==> src/logic/mult_pkg.sv <==
/*
 * Shared widths, limb split points, latencies and the mode opcode for
 * the pipelined 42x35 multiplier with scaling, rounding and saturation.
 */

package mult_pkg;

  ////////////////////////////////////////
  // operand and result widths
  ////////////////////////////////////////

  localparam int OPA_W  = 42;
  localparam int OPB_W  = 35;
  localparam int PROD_W = 70;
  localparam int RES_W  = 48;
  localparam int TAG_W  = 8;

  // limb split, shared by both operands at the low end
  localparam int LIMB_LO  = 17;
  localparam int OPA_HI_W = OPA_W - LIMB_LO;
  localparam int OPB_HI_W = OPB_W - LIMB_LO;

  // right shifts applied by the fixed-point modes
  localparam int SHIFT_Q17 = 17;
  localparam int SHIFT_Q34 = 34;

  ////////////////////////////////////////
  // pipeline latencies
  ////////////////////////////////////////

  localparam int MULT_LATENCY  = 6;
  localparam int ROUND_LATENCY = 1;
  localparam int PIPE_LATENCY  = MULT_LATENCY + ROUND_LATENCY;

  ////////////////////////////////////////
  // types
  ////////////////////////////////////////

  typedef logic [OPA_W-1:0]  opa_t;
  typedef logic [OPB_W-1:0]  opb_t;
  typedef logic [PROD_W-1:0] product_t;
  typedef logic [RES_W-1:0]  result_t;
  typedef logic [TAG_W-1:0]  tag_t;

  typedef enum logic [1:0] {
    MODE_RAW       = 2'd0,
    MODE_ROUND_Q17 = 2'd1,
    MODE_TRUNC_Q34 = 2'd2,
    MODE_ROUND_Q34 = 2'd3
  } mult_mode_e;

endpackage

==> src/logic/mult_product_if.sv <==
/*
 * Product bundle between the multiply stage and the rounding stage.
 * Valid is a one-cycle strobe per sample, no handshake.
 */

`timescale 1ns/10ps

interface mult_product_if;

  logic                  valid;
  mult_pkg::product_t    product;
  mult_pkg::mult_mode_e  mode;
  mult_pkg::tag_t        tag;

  // driven by the multiply stage
  modport source (
    output valid,
    output product,
    output mode,
    output tag
  );

  // consumed by the rounding stage
  modport sink (
    input valid,
    input product,
    input mode,
    input tag
  );

endinterface

==> src/logic/math_mult_35.sv <==
/*
 * 42x35 unsigned multiply built as four cascaded limb products.
 * Fixed latency of 6 register stages, registered output, no enable.
 * Product is kept to 70 bits, so bits above that are dropped.
 */

`timescale 1ns/10ps

module math_mult_35 (
  input  logic               clk,
  input  mult_pkg::opa_t     dina,
  input  mult_pkg::opb_t     dinb,
  output mult_pkg::product_t dout
);

  // staggered operand limbs, suffix is the number of flops behind the input
  logic [mult_pkg::LIMB_LO-1:0]  a_lo_d1;
  logic [mult_pkg::LIMB_LO-1:0]  a_lo_d3;
  logic [mult_pkg::LIMB_LO-1:0]  b_lo_d1;
  logic [mult_pkg::LIMB_LO-1:0]  b_lo_d2;
  logic [mult_pkg::OPA_HI_W-1:0] a_hi_d2;
  logic [mult_pkg::OPA_HI_W-1:0] a_hi_d4;
  logic [mult_pkg::OPB_HI_W-1:0] b_hi_d3;
  logic [mult_pkg::OPB_HI_W-1:0] b_hi_d4;

  // multiplier and post-adder registers of each limb product
  logic [33:0] m0_q;
  logic [33:0] p0_q;
  logic [41:0] m1_q;
  logic [42:0] p1_q;
  logic [34:0] m2_q;
  logic [43:0] p2_q;
  logic [42:0] m3_q;
  logic [35:0] p3_q;

  ////////////////////////////////////////
  // operand staggering
  ////////////////////////////////////////

  shift_reg #(
    .WIDTH (mult_pkg::LIMB_LO),
    .DEPTH (0)
  ) shift_reg_a_lo_d1 (
    .clk  (clk),
    .ena  (1'b1),
    .din  (dina[mult_pkg::LIMB_LO-1:0]),
    .dout (a_lo_d1)
  );

  // a_lo reused two flops later by the lo x hi product
  shift_reg #(
    .WIDTH (mult_pkg::LIMB_LO),
    .DEPTH (1)
  ) shift_reg_a_lo_d3 (
    .clk  (clk),
    .ena  (1'b1),
    .din  (a_lo_d1),
    .dout (a_lo_d3)
  );

  shift_reg #(
    .WIDTH (mult_pkg::LIMB_LO),
    .DEPTH (0)
  ) shift_reg_b_lo_d1 (
    .clk  (clk),
    .ena  (1'b1),
    .din  (dinb[mult_pkg::LIMB_LO-1:0]),
    .dout (b_lo_d1)
  );

  // b_lo passed along like a B cascade
  shift_reg #(
    .WIDTH (mult_pkg::LIMB_LO),
    .DEPTH (0)
  ) shift_reg_b_lo_d2 (
    .clk  (clk),
    .ena  (1'b1),
    .din  (b_lo_d1),
    .dout (b_lo_d2)
  );

  shift_reg #(
    .WIDTH (mult_pkg::OPA_HI_W),
    .DEPTH (1)
  ) shift_reg_a_hi_d2 (
    .clk  (clk),
    .ena  (1'b1),
    .din  (dina[mult_pkg::OPA_W-1:mult_pkg::LIMB_LO]),
    .dout (a_hi_d2)
  );

  shift_reg #(
    .WIDTH (mult_pkg::OPA_HI_W),
    .DEPTH (1)
  ) shift_reg_a_hi_d4 (
    .clk  (clk),
    .ena  (1'b1),
    .din  (a_hi_d2),
    .dout (a_hi_d4)
  );

  shift_reg #(
    .WIDTH (mult_pkg::OPB_HI_W),
    .DEPTH (2)
  ) shift_reg_b_hi_d3 (
    .clk  (clk),
    .ena  (1'b1),
    .din  (dinb[mult_pkg::OPB_W-1:mult_pkg::LIMB_LO]),
    .dout (b_hi_d3)
  );

  shift_reg #(
    .WIDTH (mult_pkg::OPB_HI_W),
    .DEPTH (0)
  ) shift_reg_b_hi_d4 (
    .clk  (clk),
    .ena  (1'b1),
    .din  (b_hi_d3),
    .dout (b_hi_d4)
  );

  ////////////////////////////////////////
  // limb products and cascade adds
  ////////////////////////////////////////

  // p0 = lo*lo, p1 adds hi*lo at weight 2^17,
  // p2 adds lo*hi at the same weight, p3 adds hi*hi at 2^34
  always_ff @(posedge clk) begin
    m0_q <= a_lo_d1 * b_lo_d1;
    p0_q <= m0_q;

    m1_q <= a_hi_d2 * b_lo_d2;
    p1_q <= 43'(m1_q) + 43'(p0_q[33:mult_pkg::LIMB_LO]);

    m2_q <= a_lo_d3 * b_hi_d3;
    p2_q <= 44'(p1_q) + 44'(m2_q);

    m3_q <= a_hi_d4 * b_hi_d4;
    p3_q <= 36'(m3_q + 43'(p2_q[43:mult_pkg::LIMB_LO]));
  end

  ////////////////////////////////////////
  // output alignment
  ////////////////////////////////////////

  // low slice retired after p0, three flops to line up
  shift_reg #(
    .WIDTH (mult_pkg::LIMB_LO),
    .DEPTH (2)
  ) shift_reg_dout_l (
    .clk  (clk),
    .ena  (1'b1),
    .din  (p0_q[mult_pkg::LIMB_LO-1:0]),
    .dout (dout[16:0])
  );

  shift_reg #(
    .WIDTH (mult_pkg::LIMB_LO),
    .DEPTH (0)
  ) shift_reg_dout_m (
    .clk  (clk),
    .ena  (1'b1),
    .din  (p2_q[mult_pkg::LIMB_LO-1:0]),
    .dout (dout[33:17])
  );

  assign dout[69:34] = p3_q;

endmodule

==> src/logic/mult_core_stage.sv <==
/*
 * Multiply stage: runs the limb multiplier and carries valid, mode and
 * tag alongside it, then drives the product interface.
 */

`timescale 1ns/10ps

module mult_core_stage (
  input  logic                 clk,
  input  logic                 reset,
  input  logic                 in_valid,
  input  mult_pkg::opa_t       opa,
  input  mult_pkg::opb_t       opb,
  input  mult_pkg::mult_mode_e mode,
  input  mult_pkg::tag_t       tag,
  mult_product_if.source       prod_out
);

  localparam int SIDE_W = $bits(mult_pkg::mult_mode_e) + $bits(mult_pkg::tag_t);

  logic [mult_pkg::MULT_LATENCY-1:0] valid_pipe_q;
  logic [SIDE_W-1:0]                 side_d;
  logic [SIDE_W-1:0]                 side_q;

  math_mult_35 math_mult_35_i (
    .clk  (clk),
    .dina (opa),
    .dinb (opb),
    .dout (prod_out.product)
  );

  // valid pipe matches the multiplier stage count
  always_ff @(posedge clk) begin
    if (reset) begin
      valid_pipe_q <= '0;
    end else begin
      valid_pipe_q <= {valid_pipe_q[mult_pkg::MULT_LATENCY-2:0], in_valid};
    end
  end

  ////////////////////////////////////////
  // sideband delay, mode and tag
  ////////////////////////////////////////

  assign side_d = {mode, tag};

  shift_reg #(
    .WIDTH (SIDE_W),
    .DEPTH (mult_pkg::MULT_LATENCY - 1)
  ) shift_reg_side (
    .clk  (clk),
    .ena  (1'b1),
    .din  (side_d),
    .dout (side_q)
  );

  assign prod_out.valid = valid_pipe_q[mult_pkg::MULT_LATENCY-1];
  assign prod_out.mode  = mult_pkg::mult_mode_e'(side_q[SIDE_W-1:mult_pkg::TAG_W]);
  assign prod_out.tag   = side_q[mult_pkg::TAG_W-1:0];

  // sideband delay and valid pipe must stay aligned
  mode_known_on_valid: assert property (
    @(posedge clk) disable iff (reset)
    prod_out.valid |-> !$isunknown(prod_out.mode)
  );

endmodule

==> src/logic/mult_pipe_top.sv <==
/*
 * Top level of the scaled multiplier pipeline: 42x35 multiply, then
 * mode-selected scaling with rounding and 48-bit saturation.
 * Fixed latency of 7, no back-pressure, one result per input strobe.
 */

`timescale 1ns/10ps

module mult_pipe_top (
  input  logic                 clk,
  input  logic                 reset,
  // sample input
  input  logic                 in_valid,
  input  mult_pkg::opa_t       opa,
  input  mult_pkg::opb_t       opb,
  input  mult_pkg::mult_mode_e mode,
  input  mult_pkg::tag_t       tag,
  // result output
  output logic                 out_valid,
  output mult_pkg::result_t    result,
  output logic                 sat,
  output mult_pkg::tag_t       out_tag
);

  mult_product_if prod_if ();

  ////////////////////////////////////////
  // multiply stage
  ////////////////////////////////////////

  mult_core_stage mult_core_stage_i (
    .clk      (clk),
    .reset    (reset),
    .in_valid (in_valid),
    .opa      (opa),
    .opb      (opb),
    .mode     (mode),
    .tag      (tag),
    .prod_out (prod_if.source)
  );

  ////////////////////////////////////////
  // round and saturate stage
  ////////////////////////////////////////

  mult_round_sat mult_round_sat_i (
    .clk       (clk),
    .reset     (reset),
    .prod_in   (prod_if.sink),
    .out_valid (out_valid),
    .result    (result),
    .sat       (sat),
    .out_tag   (out_tag)
  );

endmodule

==> src/logic/mult_round_sat.sv <==
/*
 * Rounding stage: scales the product by mode, rounds half up where the
 * mode asks for it, saturates to 48 bits and registers the result.
 */

`timescale 1ns/10ps

module mult_round_sat (
  input  logic             clk,
  input  logic             reset,
  mult_product_if.sink     prod_in,
  output logic             out_valid,
  output mult_pkg::result_t result,
  output logic             sat,
  output mult_pkg::tag_t   out_tag
);

  // one spare bit above the product for the rounding carry
  logic [mult_pkg::PROD_W:0] extended;
  logic [mult_pkg::PROD_W:0] scaled;
  logic                      overflow;

  ////////////////////////////////////////
  // scale and round
  ////////////////////////////////////////

  always_comb begin
    extended = {1'b0, prod_in.product};
    case (prod_in.mode)
      mult_pkg::MODE_RAW: begin
        scaled = extended;
      end
      mult_pkg::MODE_ROUND_Q17: begin
        scaled = (extended + ((mult_pkg::PROD_W + 1)'(1) << (mult_pkg::SHIFT_Q17 - 1)))
                 >> mult_pkg::SHIFT_Q17;
      end
      mult_pkg::MODE_TRUNC_Q34: begin
        scaled = extended >> mult_pkg::SHIFT_Q34;
      end
      mult_pkg::MODE_ROUND_Q34: begin
        scaled = (extended + ((mult_pkg::PROD_W + 1)'(1) << (mult_pkg::SHIFT_Q34 - 1)))
                 >> mult_pkg::SHIFT_Q34;
      end
      default: begin
        scaled = extended;
      end
    endcase
    // anything above bit 47 means the result does not fit
    overflow = |scaled[mult_pkg::PROD_W:mult_pkg::RES_W];
  end

  ////////////////////////////////////////
  // output register
  ////////////////////////////////////////

  always_ff @(posedge clk) begin
    if (reset) begin
      out_valid <= 1'b0;
      sat       <= 1'b0;
    end else begin
      out_valid <= prod_in.valid;
      if (prod_in.valid) begin
        sat <= overflow;
      end
    end
  end

  // payload holds between samples
  always_ff @(posedge clk) begin
    if (prod_in.valid) begin
      result  <= overflow ? '1 : scaled[mult_pkg::RES_W-1:0];
      out_tag <= prod_in.tag;
    end
  end

  sat_gives_all_ones: assert property (
    @(posedge clk) disable iff (reset)
    sat |-> (&result)
  );

  // one result per product, exactly one cycle later
  valid_one_cycle: assert property (
    @(posedge clk) disable iff (reset)
    out_valid == $past(prod_in.valid)
  );

endmodule

==> src/logic/shift_reg.sv <==
/*
 * Delay line of DEPTH+1 enabled registers, no reset.
 * Used for operand limbs, partial product alignment and sideband.
 */

`timescale 1ns/10ps

module shift_reg #(
  parameter int WIDTH = 8,
  parameter int DEPTH = 0
) (
  input  logic             clk,
  input  logic             ena,
  input  logic [WIDTH-1:0] din,
  output logic [WIDTH-1:0] dout
);

  // stage 0 takes din, last stage drives dout
  logic [WIDTH-1:0] stage_q [DEPTH+1];

  always_ff @(posedge clk) begin
    if (ena) begin
      stage_q[0] <= din;
      for (int i = 1; i <= DEPTH; i++) begin
        stage_q[i] <= stage_q[i-1];
      end
    end
  end

  assign dout = stage_q[DEPTH];

endmodule
==> config.mk <==
export PLATFORM = sky130hd
export DESIGN_NAME = mult_pipe_top
export DESIGN_NICKNAME = d
export VERILOG_FILES = /design/src/logic/mult_pkg.sv /design/src/logic/mult_product_if.sv /design/src/logic/math_mult_35.sv /design/src/logic/mult_core_stage.sv /design/src/logic/mult_pipe_top.sv /design/src/logic/mult_round_sat.sv /design/src/logic/shift_reg.sv
export SDC_FILE = /design/constraint.sdc
export NUM_CORES = 2
export LEC_CHECK = 0
export BUFFER_PORTS_ARGS = -buffer_cell sky130_fd_sc_hd__buf_2
export CORE_MARGIN = 5
export CORE_UTILIZATION = 49
export CTS_CLUSTER_DIAMETER = 50
export DETAILED_ROUTE_END_ITERATION = 10
export PLACE_DENSITY = 0.7
export REMOVE_ABC_BUFFERS = 1
export SLEW_MARGIN = 25
export SYNTH_ARGS = -nofsm -noshare
export SYNTH_HDL_FRONTEND = slang
export SYNTH_HIERARCHICAL = 1
export SYNTH_SLANG_ARGS = --single-unit
==> constraint.sdc <==
create_clock -name clk -period 10.6 [get_ports clk]
set_input_delay 1.06 -clock clk [delete_from_list [all_inputs] [get_ports clk]]
set_output_delay 1.06 -clock clk [all_outputs]
set_load 0.03 [all_outputs]
# Word level (Yosys, flattened, before mapping)
# Memory sizes are Yosys's and may differ from the RTL's.
# Cells that the tools add are included.
# Widths: inputs -> output; s select.
# word_totals
output_inout_bits,58
ramBits,385
memories,11
ff_bits,368
in_bits,90
elab_cells,39
# mem_list
memory,depth,word_bits,read_ports,rd_ports_with_merged_regs,wr,line_no,rtl
mult_core_stage_i.shift_reg_side.stage_q,6,10,6,0,6,shift_reg.sv:19,logic [WIDTH-1:0] stage_q [DEPTH+1];
mult_core_stage_i.math_mult_35_i.shift_reg_b_hi_d3.stage_q,3,18,3,0,3,shift_reg.sv:19,
mult_core_stage_i.math_mult_35_i.shift_reg_dout_l.stage_q,3,17,3,0,3,shift_reg.sv:19,
mult_core_stage_i.math_mult_35_i.shift_reg_a_hi_d2.stage_q,2,25,2,0,2,shift_reg.sv:19,
mult_core_stage_i.math_mult_35_i.shift_reg_a_hi_d4.stage_q,2,25,2,0,2,shift_reg.sv:19,
mult_core_stage_i.math_mult_35_i.shift_reg_a_lo_d3.stage_q,2,17,2,0,2,shift_reg.sv:19,
+5 memories,-,-,-,-,-,-,
# classes
reduce_logical,2
n_mul,4
eq_ne,3
n_mux,1
addsub,5
# op_table
op,n
$pmux 71 s4,1
$add 70x17->71 const B,1
$add 70x34->71 const B,1
$add 43x35->44,1
$add 42x17->43,1
$mul 25x17->42,1
$add 36x27->36,1
$mul 25x18->36,1
$mul 17x18->35,1
$mul 17x17->34,1
$reduce_or 23->1,1
$eq 2x2->1 const B,2
$eq 2x1->1 const B,1
$logic_not 2->1,1

# Longest topological paths before layout
# An unclocked memory read counts as a cell.
# logic_depth
word_depth,4
mapped_depth,27

# Cells and area by module
# The synthesis kept the hierarchy.
# by_module_without_submodules
module,area_per_inst_um2,instances,cells_each
math_mult_35,56431.6,1,6319
mult_round_sat,5111.2,1,612
shift_reg at mult_core_stage_i.math_mult_35_i.shift_reg_a_hi_d2 ...,1689.1,2,75
shift_reg at mult_core_stage_i.math_mult_35_i.shift_reg_a_lo_d1 ...,510.5,4,17
shift_reg at mult_core_stage_i.shift_reg_side,1801.7,1,60
shift_reg at mult_core_stage_i.math_mult_35_i.shift_reg_b_hi_d3,1756.7,1,72
shift_reg at mult_core_stage_i.math_mult_35_i.shift_reg_dout_l,1659.1,1,68
shift_reg at mult_core_stage_i.math_mult_35_i.shift_reg_a_lo_d3,1148.6,1,51
shift_reg at mult_core_stage_i.math_mult_35_i.shift_reg_b_hi_d4,540.5,1,18
mult_core_stage,161.4,1,13

# Worst setup path before layout
# No wires, ideal clock.
# synth_timing
path_kind,reg2reg
from,memory mult_core_stage_i/math_mult_35_i/shift_reg_a_lo_d3/stage_q[0][24] (netlist name)
to,register mult_core_stage_i.math_mult_35_i.m2_q[33]
setup_ns,0.072
path_slack_ns,4.154
required_time_ns,10.528
t_arrival_ns,6.374
path_stages_with_launch,25
period_less_slack_ns,6.446
cell_sequence,edfxtp_1 buf_4 clkbuf_1 clkbuf_1 nand2_1 fa_1 inv_1 fa_1 fa_1 inv_1 fa_1 fa_1 inv_1 fa_1 ha_1 a21o_1 a21o_1 a21oi_1 o31ai_2 a311oi_4 o21ai_2 a211oi_4 o21ai_1 a221oi_2 xnor2_1
# synth_lines
element,line_no,rtl
"start, declared",shift_reg.sv:19,
"end signal, assigned",math_mult_35.sv:135,m2_q <= a_lo_d3 * b_hi_d3;
"end, declared",math_mult_35.sv:31,logic [34:0] m2_q;

# Worst setup path in the final report
# layout_timing
from,memory mult_core_stage_i/math_mult_35_i/shift_reg_b_lo_d2/stage_q[0][8] (netlist name)
to,register mult_core_stage_i.math_mult_35_i.m1_q[41]
# layout_via
elab_chain_cells,2
# layout_rtl
element,line_no,rtl
"start, declared",shift_reg.sv:19,
$mem_v2 1x17,-,
$mul 25x17->42,math_mult_35.sv:132,m1_q <= a_hi_d2 * b_lo_d2;
"end signal, assigned",math_mult_35.sv:132,
"end, declared",math_mult_35.sv:29,logic [41:0] m1_q;
# No other way between the ends.
# A chain may end at the register's enable or synchronous reset.

==> run summary <==
Status = complete, no violations
Via density per instance = 5.23
HPWL after DPL = 145 mm
TritonCTS buffer count = 107
Asr flop ratio synth = 0%
CTS tree = yes
Synth Warn # = 6
GP Congestion = 0.944
First-pass GRT wire length = 299 mm
Max-cap violations = 0
Clk sinks = 753
Mapped cell area = 0.0740 mm²
GRT Util Overall = 23.9%
Die width = 399 µm
DRC = 0
Post-synth top area share = 31.3%
Tmin final = 7.27 ns
Cts repair resizes = 0
Worst Path Arrival = 7.91 ns
Largest net degree at the start of global routing = 62
Sum Neg Setup Slack = 0 ns
M3 GR Usage = 4.69%
Crit path kind = reg -> reg
M2 GR Usage = 40.9%
Post-synth EDFFs = 441
Worst Hold Path Cells = 0
Final setup viols = 0
Number of global-route vias before repair = 55.5k
Count leader, synth = inv_1
Synth top area cells = fa_1 (31%), edfxtp_1 (18%), dfxtp_1 (8.4%)
Area Overhead vs Synth = 9.10%
Gate count after technology mapping = 7431
Post-Synthesis Mean Instance Area = 9.96 µm²
Hold_buf cts = 0
Gr busiest metal = met2
WP data required = 11.24 ns
Latest clock arrival within the worst-skew pair = 0.74 ns
Root Buffer = clkbuf_16
Row cnt = 142
Critical path peak fanout = 25
Initial antenna violation count = 14
Initial Util = 49.4%
Clock transition at the registers of the reported paths = 0.06 ns
Share of layout cells above drive strength 1 = 5.27%
Final hold vios = 0
RSZ-0062 raised after global routing = no
Router iterations before antenna repair = 7
Worst Skew = 0.0442 ns
Core area = 0.150 mm²
DR iter-0 viols = 3504
Routed Antenna Nets = 0
Wirelength per Cell = 18.9 µm
Deepest clock path buffer count = 3
Fillers = 13.4k
Setup Buffers After CTS = 0
Post-synthesis sequential area ratio = 26.3%
IO Count = 148
GRT met1 Usage = 30.1%
Port Buf Inserts = 147
Worst Setup Start Kind = flop
Multi-input logic area = 0.0485 mm²
Worst hold path class = reg -> reg
Post-synth top cells = inv_1 (1453), fa_1 (1159), nand2_1 (1074)
Die H = 399 µm
Fin. max-slew vios = 0
Register area = 0.0195 mm²
Routed WL = 186 mm
#FFs+latches synth = 753
Worst-Margin Slew = 1.10 ns
Synth cell types = 94
Vias = 51.3k
Max_slew headroom = 26.7%
Synth area leader = fa_1
Gr ovfl total = 0
Worst reg2reg path depth = 21
Layout Nets = 9440
CP Capture Type = flop
Main synth FF type = edfxtp_1
Tcrit/Tclk final = 68.6%
Die footprint = 0.159 mm²
FMAX = 137 MHz
H-tree depth = 3
==> sequential cells by signal, indices dropped and copies added (netlist names), 6 cells and up <==
| name | count |
|---|---|
| mult_round_sat_i/result | 48 |
| mult_core_stage_i/math_mult_35_i/shift_reg_a_lo_d3/stage_q | 34 |
| mult_core_stage_i/math_mult_35_i/shift_reg_a_hi_d4/stage_q | 50 |
| mult_core_stage_i/math_mult_35_i/shift_reg_a_hi_d2/stage_q | 50 |
| mult_core_stage_i/math_mult_35_i/p1_q | 43 |
| mult_round_sat_i/out_tag | 8 |
| mult_core_stage_i/math_mult_35_i/shift_reg_dout_m/stage_q | 17 |
| mult_core_stage_i/math_mult_35_i/m3_q | 36 |
| mult_core_stage_i/math_mult_35_i/m0_q | 34 |
| mult_core_stage_i/math_mult_35_i/p3_q | 36 |
| mult_core_stage_i/math_mult_35_i/shift_reg_b_hi_d4/stage_q | 18 |
| mult_core_stage_i/valid_pipe_q | 6 |
| mult_core_stage_i/math_mult_35_i/shift_reg_dout_l/stage_q | 51 |
| mult_core_stage_i/math_mult_35_i/shift_reg_b_lo_d2/stage_q | 17 |
| mult_core_stage_i/math_mult_35_i/shift_reg_b_lo_d1/stage_q | 17 |
| mult_core_stage_i/math_mult_35_i/p0_q | 34 |
| mult_core_stage_i/math_mult_35_i/m2_q | 35 |
| mult_core_stage_i/math_mult_35_i/shift_reg_a_lo_d1/stage_q | 17 |
| mult_core_stage_i/math_mult_35_i/m1_q | 42 |
| mult_core_stage_i/math_mult_35_i/shift_reg_b_hi_d3/stage_q | 54 |
| mult_core_stage_i/shift_reg_side/stage_q | 60 |
| mult_core_stage_i/math_mult_35_i/p2_q | 44 |
==> through the flow <==
step                      setup slack, ns  instances  hold slack [ns]  cell area [µm²]  utilization [%]
after floorplan                      4.44       7396            0.310            73500                -
after global placement               3.55       9599            0.312            77000             51.4
after detailed placement             3.47       9599            0.312            77000             51.4
after CTS                            3.42       9803            0.321            80800             53.9
after global routing                 3.00       9803            0.323            80800             53.9
final                                3.33       9806            0.322            80800             53.9
==> per-layer routing <==
metal / wire, µm / up-vias
li1: - / 23100
met1: 74100 / 25800
met2: 90000 / 1858
met3: 13300 / 480
met4: 8120 / 4
met5: 25 / -
==> placed cells by master, fill, tap and decap left out, drive strengths merged, types with 182 or more instances in the layout <==
cell	instances
and2	529
buf	187
conb	385
dfxtp	312
edfxtp	441
fa	1159
ha	499
inv	1490
nand2	1074
xnor2	182
==> path summary, 6_finish.rpt <==
| path | from | endpoint | slack [ns] |
|---|---|---|---|
| worst max-delay path | flop | mult_core_stage_i/math_mult_35_i/m1_q[41] | 3.33 |
| worst min-delay path | mult_core_stage_i/math_mult_35_i/m0_q[7] | mult_core_stage_i/math_mult_35_i/p0_q[7] | 0.32 |
| worst max register to register | flop | mult_core_stage_i/math_mult_35_i/m1_q[41] | 3.33 |
| worst min register to register | mult_core_stage_i/math_mult_35_i/m0_q[7] | mult_core_stage_i/math_mult_35_i/p0_q[7] | 0.32 |
==> kinds of logic after synthesis <==
| kind of cell | after synthesis | share of synthesized area [%] |
|---|---|---|
| other | 2 | 0.0101 |
| DFF | 753 | 26.3 |
| buffers and inverters | 1871 | 10.1 |
| AOI/OAI and AO/OA | 612 | 5.60 |
| muxes | 9 | 0.139 |
| xor gates and xnor gates | 303 | 3.58 |
| adders and majority gates | 1658 | 39.8 |
| and+or+nand+nor | 2223 | 14.5 |
==> layout make-up <==
class                           instances  share of cell area, %
Inverter                             1453                   6.75
Timing Repair Buffer                  187                   1.28
Tap cell                             2016                   3.12
Multi-Input combinational cell       5190                   60.1
Clock buffer                          133                   3.66
Sequential cell                       753                   24.1
Clock inverter                         71                  0.943
Antenna cell                            3                0.00929
==> worst max-delay path: stages, from the launching register on <==
cell and delay [ns]:
edfxtp_1 1.05, nand2_1 0.20, fa_1 0.58, inv_1 0.05
fa_1 0.48, fa_1 0.57, fa_1 0.44, fa_1 0.52
inv_1 0.06, fa_1 0.48, inv_1 0.05, ha_1 0.35
a21o_1 0.22, a211oi_1 0.24, nor2b_1 0.09, a32o_1 0.26
a31oi_1 0.45, o21ai_1 0.16, a41o_1 0.29, o41ai_2 0.35
nor2_1 0.10, a211oi_1 0.18
Power is left out: the tool's default activity adds up to more than one toggle a clock period on the data nets, which glitch-free logic cannot reach.
